### config.mk
export PLATFORM = sky130hd
export DESIGN_NAME = calc_top
export DESIGN_NICKNAME = d
export VERILOG_FILES = /design/src/design/calc_pkg.sv /design/src/design/calc_top.sv /design/src/design/calc_completion.sv /design/src/design/calc_pipe_long.sv /design/src/design/calc_pipe_mul.sv /design/src/design/calc_pipe_int.sv /design/src/design/calc_issue.sv
export SDC_FILE = /design/constraint.sdc
export NUM_CORES = 2
export LEC_CHECK = 0
export BUFFER_PORTS_ARGS = -buffer_cell sky130_fd_sc_hd__buf_2
export CORE_MARGIN = 4
export CORE_UTILIZATION = 43
export CTS_CLUSTER_DIAMETER = 50
export DETAILED_ROUTE_END_ITERATION = 6
export SLEW_MARGIN = 20
export SYNTH_ARGS = -nofsm -noshare
export SYNTH_HDL_FRONTEND = slang
export SYNTH_SLANG_ARGS = --single-unit
export TNS_END_PERCENT = 100
### constraint.sdc
create_clock -name clk_i -period 10.5 [get_ports clk_i]
set_input_delay 0 -clock clk_i [delete_from_list [all_inputs] [get_ports clk_i]]
set_output_delay 0 -clock clk_i [all_outputs]
set_load 0.02 [all_outputs]
### src/design/calc_pkg.sv
/*
  Calculator package
  Widths, opcodes, packet structs and the opcode to pipe mapping
  shared by the integer execution back end
*/
package calc_pkg;

  localparam int DATA_WIDTH      = 32;
  localparam int HALF_WIDTH      = DATA_WIDTH / 2;
  localparam int LOG2_DATA_WIDTH = $clog2(DATA_WIDTH);
  localparam int REG_ADDR_WIDTH  = 5;
  localparam int COMP_STAGES     = 4;
  localparam int INT_STAGE       = 1;
  localparam int MUL_STAGE       = 3;
  localparam int LONG_CREDITS    = 2;

  typedef enum logic [3:0]
  {
    ADD  = 4'd0,
    SUB  = 4'd1,
    AND  = 4'd2,
    OR   = 4'd3,
    XOR  = 4'd4,
    SLL  = 4'd5,
    SRL  = 4'd6,
    SLT  = 4'd7,
    MUL  = 4'd8,
    DIVU = 4'd9,
    REMU = 4'd10
  } op_e;

  // Execution pipe an opcode is steered to
  typedef enum logic [1:0]
  {
    PIPE_INT  = 2'd0,
    PIPE_MUL  = 2'd1,
    PIPE_LONG = 2'd2
  } pipe_e;

  typedef struct packed
  {
    logic                      v;
    op_e                       op;
    logic [REG_ADDR_WIDTH-1:0] rd_addr;
    logic                      rd_w_v;
    logic [REG_ADDR_WIDTH-1:0] rs1_addr;
    logic [REG_ADDR_WIDTH-1:0] rs2_addr;
    logic [DATA_WIDTH-1:0]     rs1;
    logic [DATA_WIDTH-1:0]     rs2;
  } dispatch_pkt_t;

  typedef struct packed
  {
    logic                      rd_w_v;
    logic [REG_ADDR_WIDTH-1:0] rd_addr;
    logic [DATA_WIDTH-1:0]     rd_data;
  } wb_pkt_t;

  typedef struct packed
  {
    logic                  v;
    logic [DATA_WIDTH-1:0] data;
  } fu_res_t;

  function automatic pipe_e op_pipe(op_e op);
    pipe_e pipe;
    case (op)
      MUL:        pipe = PIPE_MUL;
      DIVU, REMU: pipe = PIPE_LONG;
      default:    pipe = PIPE_INT;
    endcase
    return pipe;
  endfunction

endpackage
### src/design/calc_top.sv
/*
  Calculator top
  Issue stage, ALU, multiply and divide pipes and the completion pipe
*/
`timescale 1ns/100ps

module calc_top
  (
    input  logic                    clk_i
  , input  logic                    rst_i
  , input  calc_pkg::dispatch_pkt_t dispatch_i
  , output calc_pkg::wb_pkt_t       wb_o
  , output logic                    long_credit_o
  );

  calc_pkg::dispatch_pkt_t                       reservation;
  calc_pkg::fu_res_t                             int_res;
  calc_pkg::fu_res_t                             mul_res;
  calc_pkg::wb_pkt_t                             long_res;
  logic                                          long_res_v;
  logic                                          long_yumi;
  calc_pkg::wb_pkt_t [calc_pkg::COMP_STAGES-1:0] fwd;

  calc_issue issue
    (
      .clk_i         (clk_i)
    , .rst_i         (rst_i)
    , .dispatch_i    (dispatch_i)
    , .fwd_i         (fwd)
    , .reservation_o (reservation)
    );

  calc_pipe_int pipe_int
    (
      .reservation_i (reservation)
    , .res_o         (int_res)
    );

  calc_pipe_mul pipe_mul
    (
      .clk_i         (clk_i)
    , .rst_i         (rst_i)
    , .reservation_i (reservation)
    , .res_o         (mul_res)
    );

  calc_pipe_long pipe_long
    (
      .clk_i         (clk_i)
    , .rst_i         (rst_i)
    , .reservation_i (reservation)
    , .res_o         (long_res)
    , .res_v_o       (long_res_v)
    , .res_yumi_i    (long_yumi)
    );

  calc_completion completion
    (
      .clk_i         (clk_i)
    , .rst_i         (rst_i)
    , .reservation_i (reservation)
    , .int_res_i     (int_res)
    , .mul_res_i     (mul_res)
    , .long_res_i    (long_res)
    , .long_res_v_i  (long_res_v)
    , .long_yumi_o   (long_yumi)
    , .fwd_o         (fwd)
    , .wb_o          (wb_o)
    , .long_credit_o (long_credit_o)
    );

endmodule

### src/design/calc_completion.sv
/*
  Completion pipe
  Shifts destinations toward writeback, merges pipe results at fixed stages,
  feeds the bypass network and slots long results into idle writebacks
*/
`timescale 1ns/100ps

module calc_completion
  (
    input  logic                                          clk_i
  , input  logic                                          rst_i
  , input  calc_pkg::dispatch_pkt_t                       reservation_i
  , input  calc_pkg::fu_res_t                             int_res_i
  , input  calc_pkg::fu_res_t                             mul_res_i
  , input  calc_pkg::wb_pkt_t                             long_res_i
  , input  logic                                          long_res_v_i
  , output logic                                          long_yumi_o
  , output calc_pkg::wb_pkt_t [calc_pkg::COMP_STAGES-1:0] fwd_o
  , output calc_pkg::wb_pkt_t                             wb_o
  , output logic                                          long_credit_o
  );

  localparam int LAST = calc_pkg::COMP_STAGES - 1;

  calc_pkg::wb_pkt_t             stage0;
  calc_pkg::wb_pkt_t [LAST:1]    stage_n;
  calc_pkg::wb_pkt_t [LAST:1]    stage_r;

  // Stage 0 is the reservation itself
  // Long operations write back through the long port instead
  assign stage0.rd_w_v  = reservation_i.v & reservation_i.rd_w_v &
                          (reservation_i.rd_addr != '0) &
                          (calc_pkg::op_pipe(reservation_i.op) != calc_pkg::PIPE_LONG);
  assign stage0.rd_addr = reservation_i.rd_addr;
  assign stage0.rd_data = '0;

  // Single issue with fixed latencies, so each result ORs into an empty data slot
  always_comb
  begin
    stage_n[1] = stage0;
    for (int i = 2; i <= LAST; i++)
      stage_n[i] = stage_r[i-1];
    stage_n[calc_pkg::INT_STAGE].rd_data |= int_res_i.v ? int_res_i.data : '0;
    stage_n[calc_pkg::MUL_STAGE].rd_data |= mul_res_i.v ? mul_res_i.data : '0;
  end

  always_ff @(posedge clk_i)
  begin
    stage_r <= stage_n;
    if (rst_i)
    begin
      for (int i = 1; i <= LAST; i++)
        stage_r[i].rd_w_v <= 1'b0;
    end
  end

  // Bypass view pairs each stage's destination with the data it holds next cycle
  always_comb
  begin
    fwd_o[0]         = stage0;
    fwd_o[0].rd_data = stage_n[1].rd_data;
    for (int i = 1; i < LAST; i++)
    begin
      fwd_o[i]         = stage_r[i];
      fwd_o[i].rd_data = stage_n[i+1].rd_data;
    end
    fwd_o[LAST] = stage_r[LAST];
  end

  // Last stage always wins the port, long results fill the gaps
  assign long_yumi_o   = long_res_v_i & ~stage_r[LAST].rd_w_v;
  assign long_credit_o = long_yumi_o;
  assign wb_o          = long_yumi_o ? long_res_i : stage_r[LAST];

  // A product lands on an entry that carries no ALU data
  a_no_result_overlap : assert property (@(posedge clk_i) disable iff (rst_i)
    mul_res_i.v |-> (stage_r[calc_pkg::MUL_STAGE-1].rd_data == '0));

endmodule

### src/design/calc_pipe_long.sv
/*
  Long pipe
  One waiting slot in front of a restoring divider for DIVU and REMU,
  result held until the completion side accepts it
*/
`timescale 1ns/100ps

module calc_pipe_long
  (
    input  logic                    clk_i
  , input  logic                    rst_i
  , input  calc_pkg::dispatch_pkt_t reservation_i
  , output calc_pkg::wb_pkt_t       res_o
  , output logic                    res_v_o
  , input  logic                    res_yumi_i
  );

  calc_pkg::dispatch_pkt_t                slot_r;
  logic                                   long_in;
  logic                                   div_free;
  logic                                   div_start;
  logic                                   div_busy_r;
  logic                                   div_done_r;
  logic [calc_pkg::LOG2_DATA_WIDTH-1:0]   div_cnt_r;
  calc_pkg::op_e                          div_op_r;
  logic [calc_pkg::REG_ADDR_WIDTH-1:0]    div_rd_addr_r;
  logic                                   div_rd_w_v_r;
  logic [calc_pkg::DATA_WIDTH-1:0]        div_quo_r;
  logic [calc_pkg::DATA_WIDTH-1:0]        div_rem_r;
  logic [calc_pkg::DATA_WIDTH-1:0]        div_den_r;
  logic [calc_pkg::DATA_WIDTH:0]          rem_shift;
  logic [calc_pkg::DATA_WIDTH:0]          rem_diff;

  assign long_in = reservation_i.v &&
                   (calc_pkg::op_pipe(reservation_i.op) == calc_pkg::PIPE_LONG);

  // Divider frees up in the same cycle its result is taken
  assign div_free  = ~div_busy_r & (~div_done_r | res_yumi_i);
  assign div_start = slot_r.v & div_free;

  always_ff @(posedge clk_i)
  begin
    if (long_in)
      slot_r <= reservation_i;
    else if (div_start)
      slot_r.v <= 1'b0;
    if (rst_i)
      slot_r.v <= 1'b0;
  end

  always_ff @(posedge clk_i)
  begin
    if (rst_i)
    begin
      div_busy_r <= 1'b0;
      div_done_r <= 1'b0;
    end
    else if (div_start)
    begin
      div_busy_r <= 1'b1;
      div_done_r <= 1'b0;
    end
    else if (div_busy_r && (div_cnt_r == '0))
    begin
      div_busy_r <= 1'b0;
      div_done_r <= 1'b1;
    end
    else if (res_yumi_i)
      div_done_r <= 1'b0;
  end

  // One quotient bit per cycle, dividend shifts out of the quotient register
  assign rem_shift = {div_rem_r, div_quo_r[calc_pkg::DATA_WIDTH-1]};
  assign rem_diff  = rem_shift - {1'b0, div_den_r};

  always_ff @(posedge clk_i)
  begin
    if (div_start)
    begin
      div_op_r      <= slot_r.op;
      div_rd_addr_r <= slot_r.rd_addr;
      div_rd_w_v_r  <= slot_r.rd_w_v;
      div_quo_r     <= slot_r.rs1;
      div_den_r     <= slot_r.rs2;
      div_rem_r     <= '0;
      div_cnt_r     <= calc_pkg::LOG2_DATA_WIDTH'(calc_pkg::DATA_WIDTH-1);
    end
    else if (div_busy_r)
    begin
      div_cnt_r <= div_cnt_r - 1'b1;
      div_quo_r <= {div_quo_r[calc_pkg::DATA_WIDTH-2:0], ~rem_diff[calc_pkg::DATA_WIDTH]};
      if (rem_diff[calc_pkg::DATA_WIDTH])
        div_rem_r <= rem_shift[calc_pkg::DATA_WIDTH-1:0];
      else
        div_rem_r <= rem_diff[calc_pkg::DATA_WIDTH-1:0];
    end
  end

  // A zero divisor always subtracts, giving all ones and the dividend as remainder
  assign res_o.rd_w_v  = div_rd_w_v_r & (div_rd_addr_r != '0);
  assign res_o.rd_addr = div_rd_addr_r;
  assign res_o.rd_data = (div_op_r == calc_pkg::REMU) ? div_rem_r : div_quo_r;
  assign res_v_o       = div_done_r;

  // Credit limit keeps the slot and divider from both being taken on arrival
  a_long_capacity : assert property (@(posedge clk_i) disable iff (rst_i)
    long_in |-> (!slot_r.v || div_free));

  a_long_hold : assert property (@(posedge clk_i) disable iff (rst_i)
    (res_v_o && !res_yumi_i) |=> (res_v_o && $stable(res_o)));

endmodule

### src/design/calc_pipe_mul.sv
/*
  Multiply pipe
  Two register stages forming the low word of the product
*/
`timescale 1ns/100ps

module calc_pipe_mul
  (
    input  logic                    clk_i
  , input  logic                    rst_i
  , input  calc_pkg::dispatch_pkt_t reservation_i
  , output calc_pkg::fu_res_t       res_o
  );

  logic                            mul_in;
  logic                            pp_v_r;
  logic [calc_pkg::DATA_WIDTH-1:0] pp_lo_r;
  logic [calc_pkg::DATA_WIDTH-1:0] pp_hi_r;
  logic                            prod_v_r;
  logic [calc_pkg::DATA_WIDTH-1:0] prod_r;

  assign mul_in = reservation_i.v &&
                  (calc_pkg::op_pipe(reservation_i.op) == calc_pkg::PIPE_MUL);

  always_ff @(posedge clk_i)
  begin
    if (rst_i)
    begin
      pp_v_r   <= 1'b0;
      prod_v_r <= 1'b0;
    end
    else
    begin
      pp_v_r   <= mul_in;
      prod_v_r <= pp_v_r;
    end
  end

  // First stage splits the multiplier into two halves
  always_ff @(posedge clk_i)
  begin
    pp_lo_r <= reservation_i.rs1 * reservation_i.rs2[calc_pkg::HALF_WIDTH-1:0];
    pp_hi_r <= reservation_i.rs1 * reservation_i.rs2[calc_pkg::DATA_WIDTH-1:calc_pkg::HALF_WIDTH];
    // Second stage aligns the upper partial product and sums
    prod_r  <= pp_lo_r + (pp_hi_r << calc_pkg::HALF_WIDTH);
  end

  assign res_o.v    = prod_v_r;
  assign res_o.data = prod_r;

endmodule

### src/design/calc_pipe_int.sv
/*
  Integer ALU pipe
  Single-cycle add, subtract, logic, shift and signed compare
*/
`timescale 1ns/100ps

module calc_pipe_int
  (
    input  calc_pkg::dispatch_pkt_t reservation_i
  , output calc_pkg::fu_res_t       res_o
  );

  logic [calc_pkg::DATA_WIDTH-1:0]      src1;
  logic [calc_pkg::DATA_WIDTH-1:0]      src2;
  logic [calc_pkg::LOG2_DATA_WIDTH-1:0] shamt;
  logic                                 lt;
  logic [calc_pkg::DATA_WIDTH-1:0]      result;

  assign src1  = reservation_i.rs1;
  assign src2  = reservation_i.rs2;
  assign shamt = src2[calc_pkg::LOG2_DATA_WIDTH-1:0];
  assign lt    = $signed(src1) < $signed(src2);

  always_comb
  begin
    case (reservation_i.op)
      calc_pkg::ADD: result = src1 + src2;
      calc_pkg::SUB: result = src1 - src2;
      calc_pkg::AND: result = src1 & src2;
      calc_pkg::OR:  result = src1 | src2;
      calc_pkg::XOR: result = src1 ^ src2;
      calc_pkg::SLL: result = src1 << shamt;
      calc_pkg::SRL: result = src1 >> shamt;
      calc_pkg::SLT: result = {{(calc_pkg::DATA_WIDTH-1){1'b0}}, lt};
      default:       result = '0;
    endcase
  end

  // Only int-class operations produce a result here
  assign res_o.v    = reservation_i.v &&
                      (calc_pkg::op_pipe(reservation_i.op) == calc_pkg::PIPE_INT);
  assign res_o.data = result;

endmodule

### src/design/calc_issue.sv
/*
  Issue stage
  Bypasses the newest in-flight results into the source operands
  and registers the dispatch packet into the reservation
*/
`timescale 1ns/100ps

module calc_issue
  (
    input  logic                                          clk_i
  , input  logic                                          rst_i
  , input  calc_pkg::dispatch_pkt_t                       dispatch_i
  , input  calc_pkg::wb_pkt_t [calc_pkg::COMP_STAGES-1:0] fwd_i
  , output calc_pkg::dispatch_pkt_t                       reservation_o
  );

  calc_pkg::dispatch_pkt_t reservation_n;
  calc_pkg::dispatch_pkt_t reservation_r;

  // Picks the youngest stage that writes the source register,
  // else keeps the operand read from the register file
  function automatic logic [calc_pkg::DATA_WIDTH-1:0] bypass
    (
      input logic [calc_pkg::REG_ADDR_WIDTH-1:0]           rs_addr
    , input logic [calc_pkg::DATA_WIDTH-1:0]               rs_data
    , input calc_pkg::wb_pkt_t [calc_pkg::COMP_STAGES-1:0] fwd
    );
    logic [calc_pkg::DATA_WIDTH-1:0] data;
    data = rs_data;
    // Walk from the oldest stage so a younger match overrides
    for (int i = calc_pkg::COMP_STAGES-1; i >= 0; i--)
    begin
      if (fwd[i].rd_w_v && (fwd[i].rd_addr == rs_addr))
        data = fwd[i].rd_data;
    end
    return data;
  endfunction

  always_comb
  begin
    reservation_n     = dispatch_i;
    reservation_n.rs1 = bypass(dispatch_i.rs1_addr, dispatch_i.rs1, fwd_i);
    reservation_n.rs2 = bypass(dispatch_i.rs2_addr, dispatch_i.rs2, fwd_i);
  end

  // Registered packet feeds all three pipes and the completion pipe
  always_ff @(posedge clk_i)
  begin
    reservation_r <= reservation_n;
    if (rst_i)
      reservation_r.v <= 1'b0;
  end

  assign reservation_o = reservation_r;

endmodule

==> impl_metrics.csv <==
group,metric,value,unit
status,status,"complete, but fails checks",
status,violations,"DRC",
setup_path,worstSetupEndpoint,"pipe_mul.pp_lo_r[31]",
yosys,synth-seq-cells,459,
floorplanning,fp.coreArea,0.0949,mm2
final_layout,layout_commonest_cell,"nand2_1",
sta,finalCritPeriodShare,73.3,%
final_layout,mostFrequentLayoutCells,"nand2_1, inv_1, nor2_1, fa_1, dfxtp_1",
floorplanning,die_y,317,um
final_layout,seqCellArea,0.0107,mm2
floorplanning,rows,113,
clocking,cts.clk_slew.worst_paths,60,ps
yosys,syn_nets,5409,
sta,slew_viol_final,0,
sta,final.setup.tns,0,ps
final_layout,post-route-util,48.3,%
final_layout,layout-drive-gt1-share,9.33,%
floorplanning,design.portCount,126,
sta,finClkSkew,41.0,ps
setup_path,critPathLaunch,"issue.reservation_o[3]",
sta,layout_setup_ws,2810,ps
clocking,htreeDepth,3,
setup_path,regToRegSetupSlack,2810,ps
setup_path,critPathCaptureType,"flop",
setup_path,crit_type,"reg2reg",
setup_path,slowest_stage,"clkinv_1",
yosys,synthFlopType,"dfxtp_1",
yosys,synth_cell_type_count,82,
setup_path,arrival,8200,ps
sta,worst_pin_slew,1120,ps
setup_path,required,11010,ps
sta,min_period,7690,ps
global_route,antenna_found_initial,10,
sta,slew_headroom,24.7,%
route,dr.pass1.iters,7,
yosys,syn_area,0.0411,mm2
global_route,grt_max_degree,65,
global_route,grt_pass1_vias,35200,
yosys,yosysWarnings,0,
route,antenna_left,0,
setup_path,worst_path_most_repeated_cell,"fa_1",
final_layout,fillCellCount,9146,
route,wl_per_cell,26.6,um
pwr,p_leak,20.6,nW
pwr,powerDensity,317,mW/mm2
clocking,cts_tree,"yes",
place,routabilityCongestion,1.05,
setup_path,critical_path_buf_inv_count,4,
clocking,post_cts_buffers,0,
global_route,track_usage,32.2,%
setup_path,path_depth,22,
yosys,synth_top_cell_area_share,18.9,%
setup_path,path_max_fanout,36,
final_layout,area_delta_synth_final,11.4,%
min_path,hold_class,"in2reg",
setup_path,worstPathCellList,"buf_4 > clkinv_1 > nor2_1 > fa_1 > fa_1 > ha_1 > inv_1 > fa_1 > inv_1 > fa_1 > fa_1 > ha_1 > o211ai_1 > a21boi_0 > a21oi_1 > o21ba_2 > o311ai_0 > nand2_1 > o2111ai_1 > a31o_2 > a21oi_1 > xnor2_1",
setup_path,timing.rr.start,"issue.reservation_o[3]",
place,port_buffers,125,
final_layout,multi_input_area,0.0271,mm2
setup_path,timing.rr.end,"pipe_mul.pp_lo_r[31]",
yosys,async_reset_ff_share,0,%
route,drcViolationCount,1,
floorplanning,die-area,0.101,mm2
sta,rsz0062_at_grt,"no",
setup_path,reg2regPathDepth,22,
yosys,synth_edf_count,148,
route,vias,35500,
route,totalWireLength,161,mm
clocking,clock-sinks,459,
yosys,synth_cells,4675,
setup_path,worst_path_largest_cell_delay,640,ps
yosys,netlist_top_cells_area,"fa_1, dfxtp_1, edfxtp_1",
flow_run,max_cap_viol_count,0,
route,vias_per_cell,5.84,
place,pre_cts_slack,2890,ps
floorplanning,fp.dieW,317,um
yosys,ys_seq_area_share,26.0,%
route,drt_iter0_markers,3905,
place,place_hpwl,120,mm
setup_path,startpoint_type,"flop",
floorplanning,start_util,43.3,%
yosys,yosysTopAreaCell,"fa_1",
sta,max_freq,130,MHz
setup_path,cp_top_family,"adder cells",
final_layout,nets,5479,
global_route,grt_pass1_wl,238,mm
yosys,postSynthAreaPerCell,8.79,um2
global_route,grt_overflow,0,
sta,setup_viol,0,
pwr,ir_drop,1120,uV
clocking,cts_buffers,67,
sta,hold_viol_final,0,
clocking,clk_path_buf_depth,3,
clocking,cts_root_buf,"clkbuf_16",
clocking,insertion_delay,660,ps
-- metal layers --
layer / GRT usage (%) / wire length, um / vias to the layer above
met5: 0 / 0 / -
met4: 14.4 / 8700 / 0
met3: 7.72 / 16900 / 410
met2: 49.0 / 70100 / 1871
met1: 43.6 / 65500 / 17400
li1: - / - / 15800
-- cell families (layout without fill, tap and decap cells) --
logic type | count (synthesis) | after routing | synth area share (%)
flops | 459 | 459 | 26.0
mux | 195 | 195 | 6.32
simple gates | 1369 | 1369 | 14.0
other cells | 0 | 5 | 0
buf+inv | 903 | 1028 | 8.39
fa+ha+maj | 647 | 647 | 26.8
compound gates | 905 | 905 | 14.3
xor+xnor | 197 | 197 | 4.22
-- worst min-delay path by stage --
stage | end | depth (start not counted) | startpoint
final | issue.reservation_o[25] | 5 | dispatch_i[25]
after global routing | issue.reservation_o[23] | 5 | dispatch_i[23]
after CTS | issue.reservation_o[23] | 5 | dispatch_i[23]
after detailed placement | issue.reservation_o[83] | 1 | dispatch_i[83]
after global placement | issue.reservation_o[76] | 1 | dispatch_i[76]
after floorplan | issue.reservation_o[74] | 0 | dispatch_i[74]
-- repair_timing --
action / 4_1_cts / 5_1_grt
resized for setup: 0 / 0
endpoints found under the setup margin: 0 / 0
hold endpoints to repair: 40 / 0
hold buffers: 44 / 0
-- Yosys cell counts (16+ instances only) --
| master | n |
|---|---|
| nand2_1 | 626 |
| inv_1 | 619 |
| nor2_1 | 462 |
| fa_1 | 388 |
| dfxtp_1 | 311 |
| ha_1 | 259 |
| a21oi_1 | 238 |
| clkbuf_1 | 201 |
| o21ai_0 | 182 |
| edfxtp_1 | 148 |
| mux2i_1 | 140 |
| xnor2_1 | 125 |
| a211oi_1 | 124 |
| a21o_1 | 76 |
| xor2_1 | 71 |
| nand3_1 | 69 |
| mux4_2 | 51 |
| nor3_1 | 51 |
| buf_1 | 39 |
| a22oi_1 | 28 |
| a31oi_1 | 27 |
| and3_1 | 25 |
| nor2b_1 | 25 |
| nor4_1 | 25 |
| nand2b_1 | 24 |
| o211ai_1 | 22 |
| a221oi_1 | 21 |
| buf_2 | 21 |
| o311ai_1 | 21 |
| o22ai_1 | 17 |
| o21bai_1 | 16 |
-- worst min-delay path: cells and delay by family --
family / cells / cell delay, ps
buffers and inverters: 1 / 70
multiplexers: 1 / 60
AO/OA/AOI/OAI: 3 / 480
-- sequential cells by signal, indices dropped and copies added, names as in the netlist, 32 cells and up --
name,cells
completion.fwd_o,82
completion.stage_r,32
issue.reservation_o,75
pipe_long.div_den_r,32
pipe_long.div_quo_r,32
pipe_long.div_rem_r,32
pipe_long.slot_r,75
pipe_mul.pp_lo_r,32
pipe_mul.prod_r,32
-- final cells by class --
type	instances	share of cell area (%)
timing repair buffer	269	3.97
sequential	459	23.3
multi-input combinational	3313	59.1
antenna	5	0.0273
clock buffer	81	3.89
tap	1265	3.46
inverter	635	5.21
clock inverter	43	0.995
-- where the power goes --
part / internal (mW) / switching (mW) / total, mW
registers: 2.23 / 0.293 / 2.53
logic: 3.83 / 5.89 / 9.72
clock network: 1.30 / 0.952 / 2.26
total: 7.37 / 7.14 / 14.5
-- metrics by stage --
stage	hold WS, ps	std cells	area (um2)	total power [mW]
3_3_place_gp	103	5897	43100	12.2
4_1_cts	0.748	6065	45800	14.7
3_5_place_dp	104	5897	43100	12.3
2_1_floorplan	27.7	4675	41100	9.12
6_report	12.3	6070	45800	14.5
5_1_grt	51.9	6066	45800	15.8
No activity file was read; power rests on OpenSTA's default activity.
